--- src/uart_pkg.sv ---
package uart_pkg;

	// Oversampling and divider
	localparam int OVERSAMPLE = 8;
	localparam int W_OVER = $clog2(OVERSAMPLE);
	localparam int W_DIV_INT = 10;
	localparam int W_DIV_FRAC = 8;

	// FIFOs
	localparam int FIFO_DEPTH = 2;
	localparam int W_FLEVEL = $clog2(FIFO_DEPTH + 1);

	// Register map
	localparam logic [15:0] ADDR_CSR = 16'h0000;
	localparam logic [15:0] ADDR_DIV = 16'h0004;
	localparam logic [15:0] ADDR_FSTAT = 16'h0008;
	localparam logic [15:0] ADDR_TX = 16'h000c;
	localparam logic [15:0] ADDR_RX = 16'h0010;

	// CSR bits, busy is read only
	localparam int CSR_EN_BIT = 0;
	localparam int CSR_BUSY_BIT = 1;
	localparam int CSR_TXIE_BIT = 4;
	localparam int CSR_RXIE_BIT = 5;
	localparam int CSR_LOOPBACK_BIT = 8;

	// DIV fields
	localparam int DIV_FRAC_LSB = 0;
	localparam int DIV_INT_LSB = 16;

	// FSTAT fields for TX, RX is the same layout moved up
	localparam int FSTAT_LEVEL_LSB = 0;
	localparam int FSTAT_FULL_BIT = 8;
	localparam int FSTAT_EMPTY_BIT = 9;
	localparam int FSTAT_OVER_BIT = 10;
	localparam int FSTAT_UNDER_BIT = 11;
	localparam int FSTAT_RX_SHIFT = 16;

	// Line engine states, 2 to 9 are the data bits
	localparam int W_STATE = 4;
	localparam logic [W_STATE-1:0] ST_IDLE = 4'd0;
	localparam logic [W_STATE-1:0] ST_START = 4'd1;
	localparam logic [W_STATE-1:0] ST_STOP = 4'd10;

endpackage

--- src/clkdiv_frac.sv ---
`timescale 1ns/1ps

module clkdiv_frac import uart_pkg::*; (
	input  logic                  clk,
	input  logic                  rst_n,
	input  logic                  en_i,
	input  logic [W_DIV_INT-1:0]  div_int_i,
	input  logic [W_DIV_FRAC-1:0] div_frac_i,
	output logic                  tick_o
);

	logic [W_DIV_INT-1:0]  ctr;
	logic [W_DIV_FRAC-1:0] frac_acc;
	logic [W_DIV_FRAC:0]   frac_sum;

	// Top bit is the fraction carry, which stretches the next period by one
	assign frac_sum = {1'b0, frac_acc} + {1'b0, div_frac_i};
	assign tick_o = en_i && (ctr == '0);

	always_ff @(posedge clk or negedge rst_n) begin
		if (!rst_n) begin
			ctr <= '0;
			frac_acc <= '0;
		end else if (!en_i) begin
			ctr <= '0;
			frac_acc <= '0;
		end else if (ctr == '0) begin
			frac_acc <= frac_sum[W_DIV_FRAC-1:0];
			ctr <= div_int_i - 1'b1 + {{(W_DIV_INT-1){1'b0}}, frac_sum[W_DIV_FRAC]};
		end else begin
			ctr <= ctr - 1'b1;
		end
	end

endmodule

--- src/sync_fifo.sv ---
`timescale 1ns/1ps

module sync_fifo #(
	parameter int WIDTH = 8,
	parameter int DEPTH = 2
) (
	input  logic                       clk,
	input  logic                       rst_n,
	input  logic [WIDTH-1:0]           wdata_i,
	input  logic                       wen_i,
	output logic [WIDTH-1:0]           rdata_o,
	input  logic                       ren_i,
	output logic                       full_o,
	output logic                       empty_o,
	output logic [$clog2(DEPTH+1)-1:0] level_o
);

	localparam int W_PTR = $clog2(DEPTH);

	logic [WIDTH-1:0] mem [DEPTH];
	// Extra top bit tells full from empty when the indices match
	logic [W_PTR:0]   wptr;
	logic [W_PTR:0]   rptr;
	logic             do_write;
	logic             do_read;

	assign full_o = (wptr[W_PTR] != rptr[W_PTR]) &&
		(wptr[W_PTR-1:0] == rptr[W_PTR-1:0]);
	assign empty_o = (wptr == rptr);
	assign level_o = wptr - rptr;
	assign rdata_o = mem[rptr[W_PTR-1:0]];

	assign do_write = wen_i && !full_o;
	assign do_read = ren_i && !empty_o;

	always_ff @(posedge clk or negedge rst_n) begin
		if (!rst_n) begin
			wptr <= '0;
			rptr <= '0;
		end else begin
			if (do_write)
				wptr <= wptr + 1'b1;
			if (do_read)
				rptr <= rptr + 1'b1;
		end
	end

	always_ff @(posedge clk) begin
		if (do_write)
			mem[wptr[W_PTR-1:0]] <= wdata_i;
	end

endmodule

--- src/uart_regs.sv ---
`timescale 1ns/1ps

module uart_regs import uart_pkg::*; (
	input  logic                  clk,
	input  logic                  rst_n,

	input  logic                  apb_psel_i,
	input  logic                  apb_penable_i,
	input  logic                  apb_pwrite_i,
	input  logic [15:0]           apb_paddr_i,
	input  logic [31:0]           apb_pwdata_i,
	output logic [31:0]           apb_prdata_o,
	output logic                  apb_pready_o,
	output logic                  apb_pslverr_o,

	output logic                  en_o,
	output logic                  txie_o,
	output logic                  rxie_o,
	output logic                  loopback_o,
	output logic [W_DIV_INT-1:0]  div_int_o,
	output logic [W_DIV_FRAC-1:0] div_frac_o,

	input  logic                  busy_i,
	input  logic [W_FLEVEL-1:0]   tx_level_i,
	input  logic                  tx_full_i,
	input  logic                  tx_empty_i,
	input  logic                  tx_over_i,
	input  logic                  tx_under_i,
	input  logic [W_FLEVEL-1:0]   rx_level_i,
	input  logic                  rx_full_i,
	input  logic                  rx_empty_i,
	input  logic                  rx_over_i,
	input  logic                  rx_under_i,

	output logic [7:0]            tx_data_o,
	output logic                  tx_push_o,
	input  logic [7:0]            rx_data_i,
	output logic                  rx_pop_o
);

	logic access;
	logic wen;
	logic ren;
	logic sel_csr;
	logic sel_div;
	logic sel_fstat;
	logic sel_tx;
	logic sel_rx;
	logic clr_fstat;
	logic tx_over_q;
	logic tx_under_q;
	logic rx_over_q;
	logic rx_under_q;

	// One 16 bit half of FSTAT
	function automatic logic [15:0] fstat_half(
		input logic [W_FLEVEL-1:0] level,
		input logic                full,
		input logic                empty,
		input logic                over,
		input logic                under
	);
		logic [15:0] f;
		f = '0;
		f[FSTAT_LEVEL_LSB +: W_FLEVEL] = level;
		f[FSTAT_FULL_BIT] = full;
		f[FSTAT_EMPTY_BIT] = empty;
		f[FSTAT_OVER_BIT] = over;
		f[FSTAT_UNDER_BIT] = under;
		return f;
	endfunction

	// ==============================
	// Decode
	// ==============================

	assign access = apb_psel_i && apb_penable_i;
	assign wen = access && apb_pwrite_i;
	assign ren = access && !apb_pwrite_i;

	assign sel_csr = (apb_paddr_i == ADDR_CSR);
	assign sel_div = (apb_paddr_i == ADDR_DIV);
	assign sel_fstat = (apb_paddr_i == ADDR_FSTAT);
	assign sel_tx = (apb_paddr_i == ADDR_TX);
	assign sel_rx = (apb_paddr_i == ADDR_RX);

	assign apb_pready_o = 1'b1;
	assign apb_pslverr_o = access && !(sel_csr || sel_div || sel_fstat || sel_tx || sel_rx);

	// FIFO strobes land on the edge that closes the access cycle
	assign tx_data_o = apb_pwdata_i[7:0];
	assign tx_push_o = wen && sel_tx;
	assign rx_pop_o = ren && sel_rx;

	always_comb begin
		apb_prdata_o = '0;
		if (sel_csr) begin
			apb_prdata_o[CSR_EN_BIT] = en_o;
			apb_prdata_o[CSR_BUSY_BIT] = busy_i;
			apb_prdata_o[CSR_TXIE_BIT] = txie_o;
			apb_prdata_o[CSR_RXIE_BIT] = rxie_o;
			apb_prdata_o[CSR_LOOPBACK_BIT] = loopback_o;
		end else if (sel_div) begin
			apb_prdata_o[DIV_FRAC_LSB +: W_DIV_FRAC] = div_frac_o;
			apb_prdata_o[DIV_INT_LSB +: W_DIV_INT] = div_int_o;
		end else if (sel_fstat) begin
			apb_prdata_o[15:0] = fstat_half(tx_level_i, tx_full_i, tx_empty_i,
				tx_over_q, tx_under_q);
			apb_prdata_o[FSTAT_RX_SHIFT +: 16] = fstat_half(rx_level_i, rx_full_i,
				rx_empty_i, rx_over_q, rx_under_q);
		end else if (sel_rx) begin
			apb_prdata_o[7:0] = rx_data_i;
		end
	end

	// ==============================
	// Control and sticky flags
	// ==============================

	assign clr_fstat = wen && sel_fstat;

	always_ff @(posedge clk or negedge rst_n) begin
		if (!rst_n) begin
			en_o <= 1'b0;
			txie_o <= 1'b0;
			rxie_o <= 1'b0;
			loopback_o <= 1'b0;
			div_int_o <= '0;
			div_frac_o <= '0;
			tx_over_q <= 1'b0;
			tx_under_q <= 1'b0;
			rx_over_q <= 1'b0;
			rx_under_q <= 1'b0;
		end else begin
			if (wen && sel_csr) begin
				en_o <= apb_pwdata_i[CSR_EN_BIT];
				txie_o <= apb_pwdata_i[CSR_TXIE_BIT];
				rxie_o <= apb_pwdata_i[CSR_RXIE_BIT];
				loopback_o <= apb_pwdata_i[CSR_LOOPBACK_BIT];
			end
			if (wen && sel_div) begin
				div_frac_o <= apb_pwdata_i[DIV_FRAC_LSB +: W_DIV_FRAC];
				div_int_o <= apb_pwdata_i[DIV_INT_LSB +: W_DIV_INT];
			end
			// A new event wins over a clear in the same cycle
			tx_over_q <= tx_over_i ||
				(tx_over_q && !(clr_fstat && apb_pwdata_i[FSTAT_OVER_BIT]));
			tx_under_q <= tx_under_i ||
				(tx_under_q && !(clr_fstat && apb_pwdata_i[FSTAT_UNDER_BIT]));
			rx_over_q <= rx_over_i || (rx_over_q &&
				!(clr_fstat && apb_pwdata_i[FSTAT_RX_SHIFT + FSTAT_OVER_BIT]));
			rx_under_q <= rx_under_i || (rx_under_q &&
				!(clr_fstat && apb_pwdata_i[FSTAT_RX_SHIFT + FSTAT_UNDER_BIT]));
		end
	end

endmodule

--- src/uart_tx.sv ---
`timescale 1ns/1ps

module uart_tx import uart_pkg::*; (
	input  logic       clk,
	input  logic       rst_n,
	input  logic       en_i,
	input  logic       tick_i,
	input  logic [7:0] fifo_data_i,
	input  logic       fifo_empty_i,
	output logic       fifo_pop_o,
	output logic       busy_o,
	output logic       tx_o
);

	logic [W_OVER-1:0]  over_ctr;
	logic [W_STATE-1:0] state;
	logic [7:0]         shifter;
	logic               bit_edge;

	// A bit boundary is the tick that wraps the oversample counter
	assign bit_edge = tick_i && (over_ctr == '0);
	assign fifo_pop_o = en_i && bit_edge && !fifo_empty_i &&
		((state == ST_IDLE) || (state == ST_STOP));
	assign busy_o = (state != ST_IDLE) || !fifo_empty_i;

	always_ff @(posedge clk or negedge rst_n) begin
		if (!rst_n) begin
			tx_o <= 1'b1;
			over_ctr <= '0;
			state <= ST_IDLE;
			shifter <= '0;
		end else if (!en_i) begin
			tx_o <= 1'b1;
			over_ctr <= '0;
			state <= ST_IDLE;
			shifter <= '0;
		end else begin
			if (tick_i)
				over_ctr <= over_ctr + 1'b1;
			if (bit_edge) begin
				state <= state + 1'b1;
				case (state)
				ST_IDLE: begin
					if (fifo_empty_i) begin
						// Counter parked at zero so a new byte starts on the next tick
						over_ctr <= '0;
						state <= ST_IDLE;
					end else begin
						shifter <= fifo_data_i;
						tx_o <= 1'b0;
					end
				end
				ST_STOP: begin
					if (fifo_empty_i) begin
						over_ctr <= '0;
						state <= ST_IDLE;
					end else begin
						// Next frame follows straight on
						shifter <= fifo_data_i;
						state <= ST_START;
						tx_o <= 1'b0;
					end
				end
				default: begin
					// Start and data states, the last data state drives the stop bit
					shifter <= shifter >> 1;
					tx_o <= (state == ST_STOP - 1'b1) ? 1'b1 : shifter[0];
				end
				endcase
			end
		end
	end

endmodule

--- src/uart_rx.sv ---
`timescale 1ns/1ps

module uart_rx import uart_pkg::*; (
	input  logic       clk,
	input  logic       rst_n,
	input  logic       en_i,
	input  logic       tick_i,
	input  logic       rx_i,
	output logic       push_o,
	output logic [7:0] data_o
);

	logic [1:0]         din_prev;
	logic               din;
	logic [W_OVER-1:0]  over_ctr;
	logic [W_STATE-1:0] state;
	logic               bit_edge;

	// ==============================
	// Glitch filter
	// ==============================

	always_ff @(posedge clk or negedge rst_n) begin
		if (!rst_n) begin
			din_prev <= 2'b11;
			din <= 1'b1;
		end else begin
			din_prev <= {din_prev[0], rx_i};
			// Level moves only on three equal samples
			if (&{rx_i, din_prev})
				din <= 1'b1;
			else if (~|{rx_i, din_prev})
				din <= 1'b0;
		end
	end

	// ==============================
	// Receive FSM
	// ==============================

	assign bit_edge = tick_i && (over_ctr == '0);

	always_ff @(posedge clk or negedge rst_n) begin
		if (!rst_n) begin
			over_ctr <= '0;
			state <= ST_IDLE;
			data_o <= '0;
			push_o <= 1'b0;
		end else if (!en_i) begin
			over_ctr <= '0;
			state <= ST_IDLE;
			data_o <= '0;
			push_o <= 1'b0;
		end else begin
			push_o <= 1'b0;
			if (tick_i)
				over_ctr <= over_ctr + 1'b1;
			if (bit_edge) begin
				state <= state + 1'b1;
				case (state)
				ST_IDLE: begin
					if (din) begin
						over_ctr <= '0;
						state <= ST_IDLE;
					end
				end
				ST_START: begin
					// Half a bit more so data is sampled mid-bit
					over_ctr <= W_OVER'(OVERSAMPLE / 2);
				end
				ST_STOP: begin
					// Frame with a low stop bit is dropped
					push_o <= din;
					over_ctr <= '0;
					state <= ST_IDLE;
				end
				default: begin
					data_o <= {din, data_o[7:1]};
				end
				endcase
			end
		end
	end

endmodule

--- src/uart_mini.sv ---
`timescale 1ns/1ps

module uart_mini import uart_pkg::*; (
	input  logic        clk,
	input  logic        rst_n,

	input  logic        apb_psel_i,
	input  logic        apb_penable_i,
	input  logic        apb_pwrite_i,
	input  logic [15:0] apb_paddr_i,
	input  logic [31:0] apb_pwdata_i,
	output logic [31:0] apb_prdata_o,
	output logic        apb_pready_o,
	output logic        apb_pslverr_o,

	input  logic        rx_i,
	output logic        tx_o,
	output logic        irq_o,
	output logic        dreq_o
);

	logic                  en;
	logic                  txie;
	logic                  rxie;
	logic                  loopback;
	logic [W_DIV_INT-1:0]  div_int;
	logic [W_DIV_FRAC-1:0] div_frac;
	logic                  tick;
	logic                  tx_busy;
	logic                  rx_line;

	logic [7:0]            txf_wdata;
	logic                  txf_push;
	logic [7:0]            txf_rdata;
	logic                  txf_pop;
	logic                  txf_full;
	logic                  txf_empty;
	logic [W_FLEVEL-1:0]   txf_level;

	logic [7:0]            rxf_wdata;
	logic                  rxf_push;
	logic [7:0]            rxf_rdata;
	logic                  rxf_pop;
	logic                  rxf_full;
	logic                  rxf_empty;
	logic [W_FLEVEL-1:0]   rxf_level;

	// Loopback feeds our own tx into the receiver
	assign rx_line = loopback ? tx_o : rx_i;

	// Interrupt held low while the UART is disabled
	assign irq_o = en && ((txie && !txf_full) || (rxie && !rxf_empty));
	assign dreq_o = irq_o;

	clkdiv_frac clkdiv_frac_i (
		.clk        (clk),
		.rst_n      (rst_n),
		.en_i       (en),
		.div_int_i  (div_int),
		.div_frac_i (div_frac),
		.tick_o     (tick)
	);

	sync_fifo #(.WIDTH(8), .DEPTH(FIFO_DEPTH)) tx_fifo_i (
		.clk     (clk),
		.rst_n   (rst_n),
		.wdata_i (txf_wdata),
		.wen_i   (txf_push),
		.rdata_o (txf_rdata),
		.ren_i   (txf_pop),
		.full_o  (txf_full),
		.empty_o (txf_empty),
		.level_o (txf_level)
	);

	sync_fifo #(.WIDTH(8), .DEPTH(FIFO_DEPTH)) rx_fifo_i (
		.clk     (clk),
		.rst_n   (rst_n),
		.wdata_i (rxf_wdata),
		.wen_i   (rxf_push),
		.rdata_o (rxf_rdata),
		.ren_i   (rxf_pop),
		.full_o  (rxf_full),
		.empty_o (rxf_empty),
		.level_o (rxf_level)
	);

	uart_regs uart_regs_i (
		.clk           (clk),
		.rst_n         (rst_n),
		.apb_psel_i    (apb_psel_i),
		.apb_penable_i (apb_penable_i),
		.apb_pwrite_i  (apb_pwrite_i),
		.apb_paddr_i   (apb_paddr_i),
		.apb_pwdata_i  (apb_pwdata_i),
		.apb_prdata_o  (apb_prdata_o),
		.apb_pready_o  (apb_pready_o),
		.apb_pslverr_o (apb_pslverr_o),
		.en_o          (en),
		.txie_o        (txie),
		.rxie_o        (rxie),
		.loopback_o    (loopback),
		.div_int_o     (div_int),
		.div_frac_o    (div_frac),
		.busy_i        (tx_busy),
		.tx_level_i    (txf_level),
		.tx_full_i     (txf_full),
		.tx_empty_i    (txf_empty),
		.tx_over_i     (txf_full && txf_push),
		.tx_under_i    (txf_empty && txf_pop),
		.rx_level_i    (rxf_level),
		.rx_full_i     (rxf_full),
		.rx_empty_i    (rxf_empty),
		.rx_over_i     (rxf_full && rxf_push),
		.rx_under_i    (rxf_empty && rxf_pop),
		.tx_data_o     (txf_wdata),
		.tx_push_o     (txf_push),
		.rx_data_i     (rxf_rdata),
		.rx_pop_o      (rxf_pop)
	);

	uart_tx uart_tx_i (
		.clk          (clk),
		.rst_n        (rst_n),
		.en_i         (en),
		.tick_i       (tick),
		.fifo_data_i  (txf_rdata),
		.fifo_empty_i (txf_empty),
		.fifo_pop_o   (txf_pop),
		.busy_o       (tx_busy),
		.tx_o         (tx_o)
	);

	uart_rx uart_rx_i (
		.clk    (clk),
		.rst_n  (rst_n),
		.en_i   (en),
		.tick_i (tick),
		.rx_i   (rx_line),
		.push_o (rxf_push),
		.data_o (rxf_wdata)
	);

endmodule

--- config.mk ---
export PLATFORM = sky130hd
export DESIGN_NAME = uart_mini
export DESIGN_NICKNAME = d
export VERILOG_FILES = /design/src/uart_pkg.sv /design/src/clkdiv_frac.sv /design/src/sync_fifo.sv /design/src/uart_regs.sv /design/src/uart_tx.sv /design/src/uart_rx.sv /design/src/uart_mini.sv
export SDC_FILE = /design/constraint.sdc
export NUM_CORES = 1
export LEC_CHECK = 0
export ABC_AREA = 1
export BUFFER_PORTS_ARGS = -buffer_cell sky130_fd_sc_hd__buf_2
export CORE_MARGIN = 4
export CORE_UTILIZATION = 40
export CTS_BUF_LIST = sky130_fd_sc_hd__clkbuf_16
export DETAILED_ROUTE_END_ITERATION = 12
export PLACE_DENSITY = 0.69
export SYNTH_ARGS = -nofsm -noshare
export SYNTH_HDL_FRONTEND = slang
export SYNTH_SLANG_ARGS = --single-unit
--- constraint.sdc ---
create_clock -name clk -period 5.55 [get_ports clk]
set_input_delay 1.11 -clock clk [delete_from_list [all_inputs] [get_ports clk]]
set_output_delay 1.11 -clock clk [all_outputs]
set_load 0.01 [all_outputs]
# ---- Word level (Yosys, flattened, before mapping)
# Memories as Yosys holds them, arrays and structs flattened.
# Index checks and enable logic that the tools add are counted.
dict set report word_totals {
  regBits 87
  ramBits 32
  input_bits 54
  output_inout_bits 37
  wordCells 190
  n_memories 2
}
dict set report op_classes {
  add_sub_neg 14
  eq_ne 20
  mux 58
  reduce_logical 70
}
# name depth width rd rd_ports_with_merged_regs write_ports line_no
set mem_list {}
lappend mem_list {rx_fifo_i.mem 2 8 1 0 1 sync_fifo.sv:20} ;# logic [WIDTH-1:0] mem [DEPTH];
lappend mem_list {tx_fifo_i.mem 2 8 1 0 1 sync_fifo.sv:20}
# op count
set op_table {}
lappend op_table {{$mux W8} 13}
lappend op_table {{$logic_and A1 B1 Y1} 36}
lappend op_table {{$eq A16 B4 Y1 const B} 2}
lappend op_table {{$mux W10} 3}
lappend op_table {{$mux W3} 9}
lappend op_table {{$mux W4} 6}
lappend op_table {{$mux W23} 1}
lappend op_table {{$mux W20} 1}
lappend op_table {{$sub A10 B1 Y10 const B} 2}
lappend op_table {{$mux W1} 17}
lappend op_table {{$eq A16 B3 Y1 const B} 1}
lappend op_table {{$eq A16 B5 Y1 const B} 1}
lappend op_table {{$logic_not A16 Y1} 1}
lappend op_table {{$pmux W4 S2} 2}
lappend op_table {{$eq A4 B4 Y1 const B} 3}
lappend op_table {{$logic_or A1 B1 Y1} 11}
lappend op_table {{$add A10 B1 Y10} 1}
lappend op_table {{$logic_not A1 Y1} 10}
lappend op_table {{$logic_not A10 Y1} 1}
lappend op_table {{$add A8 B8 Y9} 1}
lappend op_table {{$pmux W3 S3} 1}
lappend op_table {{$add A2 B1 Y2 const B} 4}
lappend op_table {{$add A4 B1 Y4 const B} 2}
lappend op_table {{$logic_not A4 Y1} 2}
lappend op_table {{other kinds (17)} 31}

# ---- Longest topological paths before layout
dict set report logic_depth {
  depth_word 8
  ltp_mapped 19
  mapped_depth_nobuf 19
}

# ---- By module
# A second synthesis with hierarchy kept.
dict set report unflattened {
  hier_cells 875
  area_unflattened_um2 7088.0
}
# module instances cells_per_inst area_each_um2 seq_area_each_um2
set modules_own_cells {}
lappend modules_own_cells {uart_regs 1 233 1729.2 650.6}
lappend modules_own_cells {sync_fifo 2 81 857.1 580.6}
lappend modules_own_cells {clkdiv_frac 1 196 1448.9 450.4}
lappend modules_own_cells {uart_tx 1 152 1094.8 401.6}
lappend modules_own_cells {uart_rx 1 114 1023.5 479.2}
lappend modules_own_cells {uart_mini 1 18 77.6 0.0}

# ---- Worst setup path before layout
# No wires, ideal clock.
dict set report synth_timing {
  path_type {input port to output port}
  startpoint {input apb_paddr_i[15]}
  endpoint {output apb_prdata_o[0]}
  arrival_time_ns 2.092
  required_time_ns 4.440
  setup_slack_ns 2.348
  path_stages 9
  path_buffers 0
  cell_sequence {nor2_1 nand2_1 nor2_4 nand3_1 inv_1 nand2_1 nand2_1 nor2_1 nor2_1}
}
dict set report synth_between {
  elab_chain_cells 5
  word_cells_on_any_way 8
  classes_between {eq/ne: 3; mux: 4; reduce/logical: 1}
}
# element line_no
set synth_lines {}
lappend synth_lines {{start: declaration} uart_mini.sv:10} ;# input logic [15:0] apb_paddr_i,
lappend synth_lines {{$eq A16 B5 Y1} uart_regs.sv:85} ;# assign sel_rx = (apb_paddr_i == ADDR_RX);
lappend synth_lines {{$mux W8} uart_regs.sv:111} ;# end else if (sel_rx) begin
lappend synth_lines {{$mux W8} uart_regs.sv:106} ;# end else if (sel_fstat) begin
lappend synth_lines {{$mux W8} uart_regs.sv:103} ;# end else if (sel_div) begin
lappend synth_lines {{$mux W2 *} uart_regs.sv:97} ;# if (sel_csr) begin
lappend synth_lines {{end: declaration} uart_mini.sv:12} ;# output logic [31:0] apb_prdata_o,
# Mark *: on every way between the ends. The rest lies on a longest branch, timed or not.

# ---- Final worst setup path
# Same ends and word-level chain as after synthesis.

==> metrics.cfg <==
[sta]
slew_violations=0
final.min_clock_period_ns=4.002
finalHoldViolCount=0
setup_viol=0
rsz0062_at_grt=false
fmaxAchievable_mhz=249.9
finalSetupTns_ns=0
fin_crit_sh=0.7210
skew_ns=0.005951
maxSlewHeadroom=0.1814
setup_slack_ns=1.548
tightest_slew_ns=1.218

[grt]
antenna_found_initial=0
grt_pass1_wl_um=24360
grt_max_degree=62
grt-ovfl-total=0
grt_usage=0.1702
grt_pass1_vias=4952

[floorplan]
die_area_um2=18160
rows=46
ios=91
start_util=0.4061
dieWidth_um=134.8
core_area_um2=15830
die_height_um=134.8

[synth]
netlist_area_um2=6427
yosysSeqAreaShare=0.4890
netlist_instances=767
synth.avg_cell_area_um2=8.380
ys_ff_latch=119
synth_cell_types=41
yosysWarnings=0

[power]
cellLeakagePower_nw=3.808
powerDensity_nw_per_um2=291.6
ir_drop_v=0.0002240

[drt]
wl_um=14910
postRouteAntennaNets=0
firstDrtPassIters=5
wl_per_cell_um=13.92
drcViolationCount=0
drtIter0Drc=314
drt-vias-per-instance=4.853
vias=5198

[cts]
post_cts_buffers=0
cts_tree=yes
cts-root-buf=clkbuf_16
cts_buffer_depth=2
path_clk_slew_ns=0.05
htree_levels=4
cts_sinks=119
cts_resized=0
insertion_delay_ns=0.42
cts_made_buffers=17
holdBufCountCts=0

[place]
gp_congestion=0.8599
dp.cells=1039
portBuffers=72
dp_slack_ns=1.567
dp_hpwl_um=10790

[critical_path]
critPathCaptureType=output port
path_max_fanout=17
cp_cell_sequence=buf_2 -> nor2_1 -> nand2_1 -> nor2_4 -> nand3_2 -> inv_2 -> nand2_1 -> nand2_1 -> nor2_1 -> nor2_1 -> buf_2
cpPeakStageDelay_ns=0.35
crit_required_ns=4.44
slowest_stage=nand3_2
path_delay_family=simple AND/OR/NAND/NOR gates
startpoint_type=input pin
critPathArrivalTime_ns=2.89
worstSetupPathType=input pin to output port
path_buf_inv=3

[run_status]
outcome=completed

[cells_and_area]
final_cell_count_no_fill=1071
layout-drive-gt1-share=0.1497
diodes=0
fin_util=0.4802
syn_to_final_growth_pct=18.24
nNetsFinal=923

[hold_path]
min_path_type=register to register

[run]
max_cap_violations=0

path summary, 6_finish.rpt:
check	startpoint	end	slack, ns	depth (start not counted)
worst max-delay path	apb_paddr_i[15]	apb_prdata_o[0]	1.55	11
worst max register to register	uart_regs_i.div_frac_o[0]$_DFFE_PN0P_	clkdiv_frac_i.ctr[8]$_DFF_PN0_	2.80	18
min in group asynchronous	rst_n	uart_tx_i.over_ctr[2]$_DFF_PN0_	0.61	1
worst min-delay path	uart_rx_i.din_prev[0]$_DFF_PN1_	uart_rx_i.din_prev[1]$_DFF_PN1_	0.38	0
max in group asynchronous	rst_n	uart_rx_i.data_o[3]$_DFFE_PN0P_	3.85	2
worst min register to register	uart_rx_i.din_prev[0]$_DFF_PN1_	uart_rx_i.din_prev[1]$_DFF_PN1_	0.38	0
placed cells by master (no fill, tap or decap), drive strengths merged:
master,count
nor2,90
inv,87
fa,1
o22ai,7
nor4,1
buf,74
nand4,16
o21ai,51
o21bai,2
bufinv,6
a31o,1
a22o,1
mux2,1
or2,1
ha,26
o211ai,2
dfrtp,83
nand2,202
nor3,10
conb,9
xnor2,9
clkbuf,17
dfstp,4
a21o,2
xor2,15
clkinv,6
edfxtp,32
nand3,60
a21oi,29
mux2i,9
nand3b,1
cells by family after synthesis:
| logic type | Yosys count | synth area share |
|---|---|---|
| buf+inv | 109 | 0.07183 |
| mux | 10 | 0.01577 |
| simple gates | 381 | 0.2570 |
| compound gates | 95 | 0.07884 |
| other cells | 2 | 0.001168 |
| flops | 119 | 0.4890 |
| fa+ha+maj | 27 | 0.05373 |
| xor+xnor | 24 | 0.03271 |
stage by stage:
| stage | power [mW] | hold slack (ns) | instance area, µm² |
|---|---|---|---|
| after CTS | 2.235 | 0.3758 | 7600 |
| final | 2.216 | 0.3761 | 7600 |
| after floorplan | 0.9837 | 0.3612 | 6454 |
| after global routing | 2.290 | 0.3828 | 7600 |
| after global placement | 1.021 | 0.3652 | 6955 |
| after detailed placement | 1.022 | 0.3696 | 6955 |
Yosys cell counts, drive strengths merged:
| library cell | count | share of area |
|---|---|---|
| a21o | 2 | 0.0023 |
| a21oi | 29 | 0.023 |
| a22o | 1 | 0.0014 |
| a31o | 1 | 0.0014 |
| buf | 23 | 0.022 |
| clkbuf | 2 | 0.0012 |
| clkinv | 1 | 0.00058 |
| conb | 2 | 0.0012 |
| dfrtp | 83 | 0.32 |
| dfstp | 4 | 0.016 |
| edfxtp | 32 | 0.15 |
| fa | 1 | 0.0031 |
| ha | 26 | 0.051 |
| inv | 83 | 0.048 |
| mux2 | 1 | 0.0018 |
| mux2i | 9 | 0.014 |
| nand2 | 202 | 0.12 |
| nand3 | 60 | 0.047 |
| nand3b | 1 | 0.0012 |
| nand4 | 16 | 0.017 |
| nor2 | 90 | 0.059 |
| nor3 | 10 | 0.0086 |
| nor4 | 1 | 0.00097 |
| o211ai | 2 | 0.0023 |
| o21ai | 51 | 0.040 |
| o21bai | 2 | 0.0023 |
| o22ai | 7 | 0.0068 |
| or2 | 1 | 0.00097 |
| xnor2 | 9 | 0.012 |
| xor2 | 15 | 0.020 |
power breakdown:
group	switching (mW)	internal, mW	leakage, nW	total, mW
combinational	0.0484	0.0298	2.17	0.0783
clock	0.379	0.828	0.333	1.21
sequential	0.0174	0.913	1.30	0.931
state kept, by name, indices dropped and copies added, names as in the netlist, 3 cells and up:
signal,cells
rx_fifo_i.mem,16
tx_fifo_i.mem,16
clkdiv_frac_i.ctr,10
uart_regs_i.div_int_o,10
clkdiv_frac_i.frac_acc,8
uart_regs_i.div_frac_o,8
uart_rx_i.data_o,8
uart_tx_i.shifter,8
uart_rx_i.state,4
uart_tx_i.state,4
uart_rx_i.over_ctr,3
uart_tx_i.over_ctr,3
final cells by class:
cell class	count	area [µm²]
fillers	1489	8228
flip-flops and latches	119	3143
multi-input cells	546	2849
clock buffers	17	425.4
repair buffers	74	377.9
inverters	84	315.3
well taps	216	270.3
clock inverters	15	219.0
layer usage:
layer  vias to the layer above  GRT usage  routed length (µm)
li1                       2633          -                   -
met1                      2435     0.2154                6661
met2                       103     0.2704                7138
met3                        27    0.05253                 605
met4                         0    0.07353                 499
met5                         -          0                   0
Power figures use the tool's default switching activity.
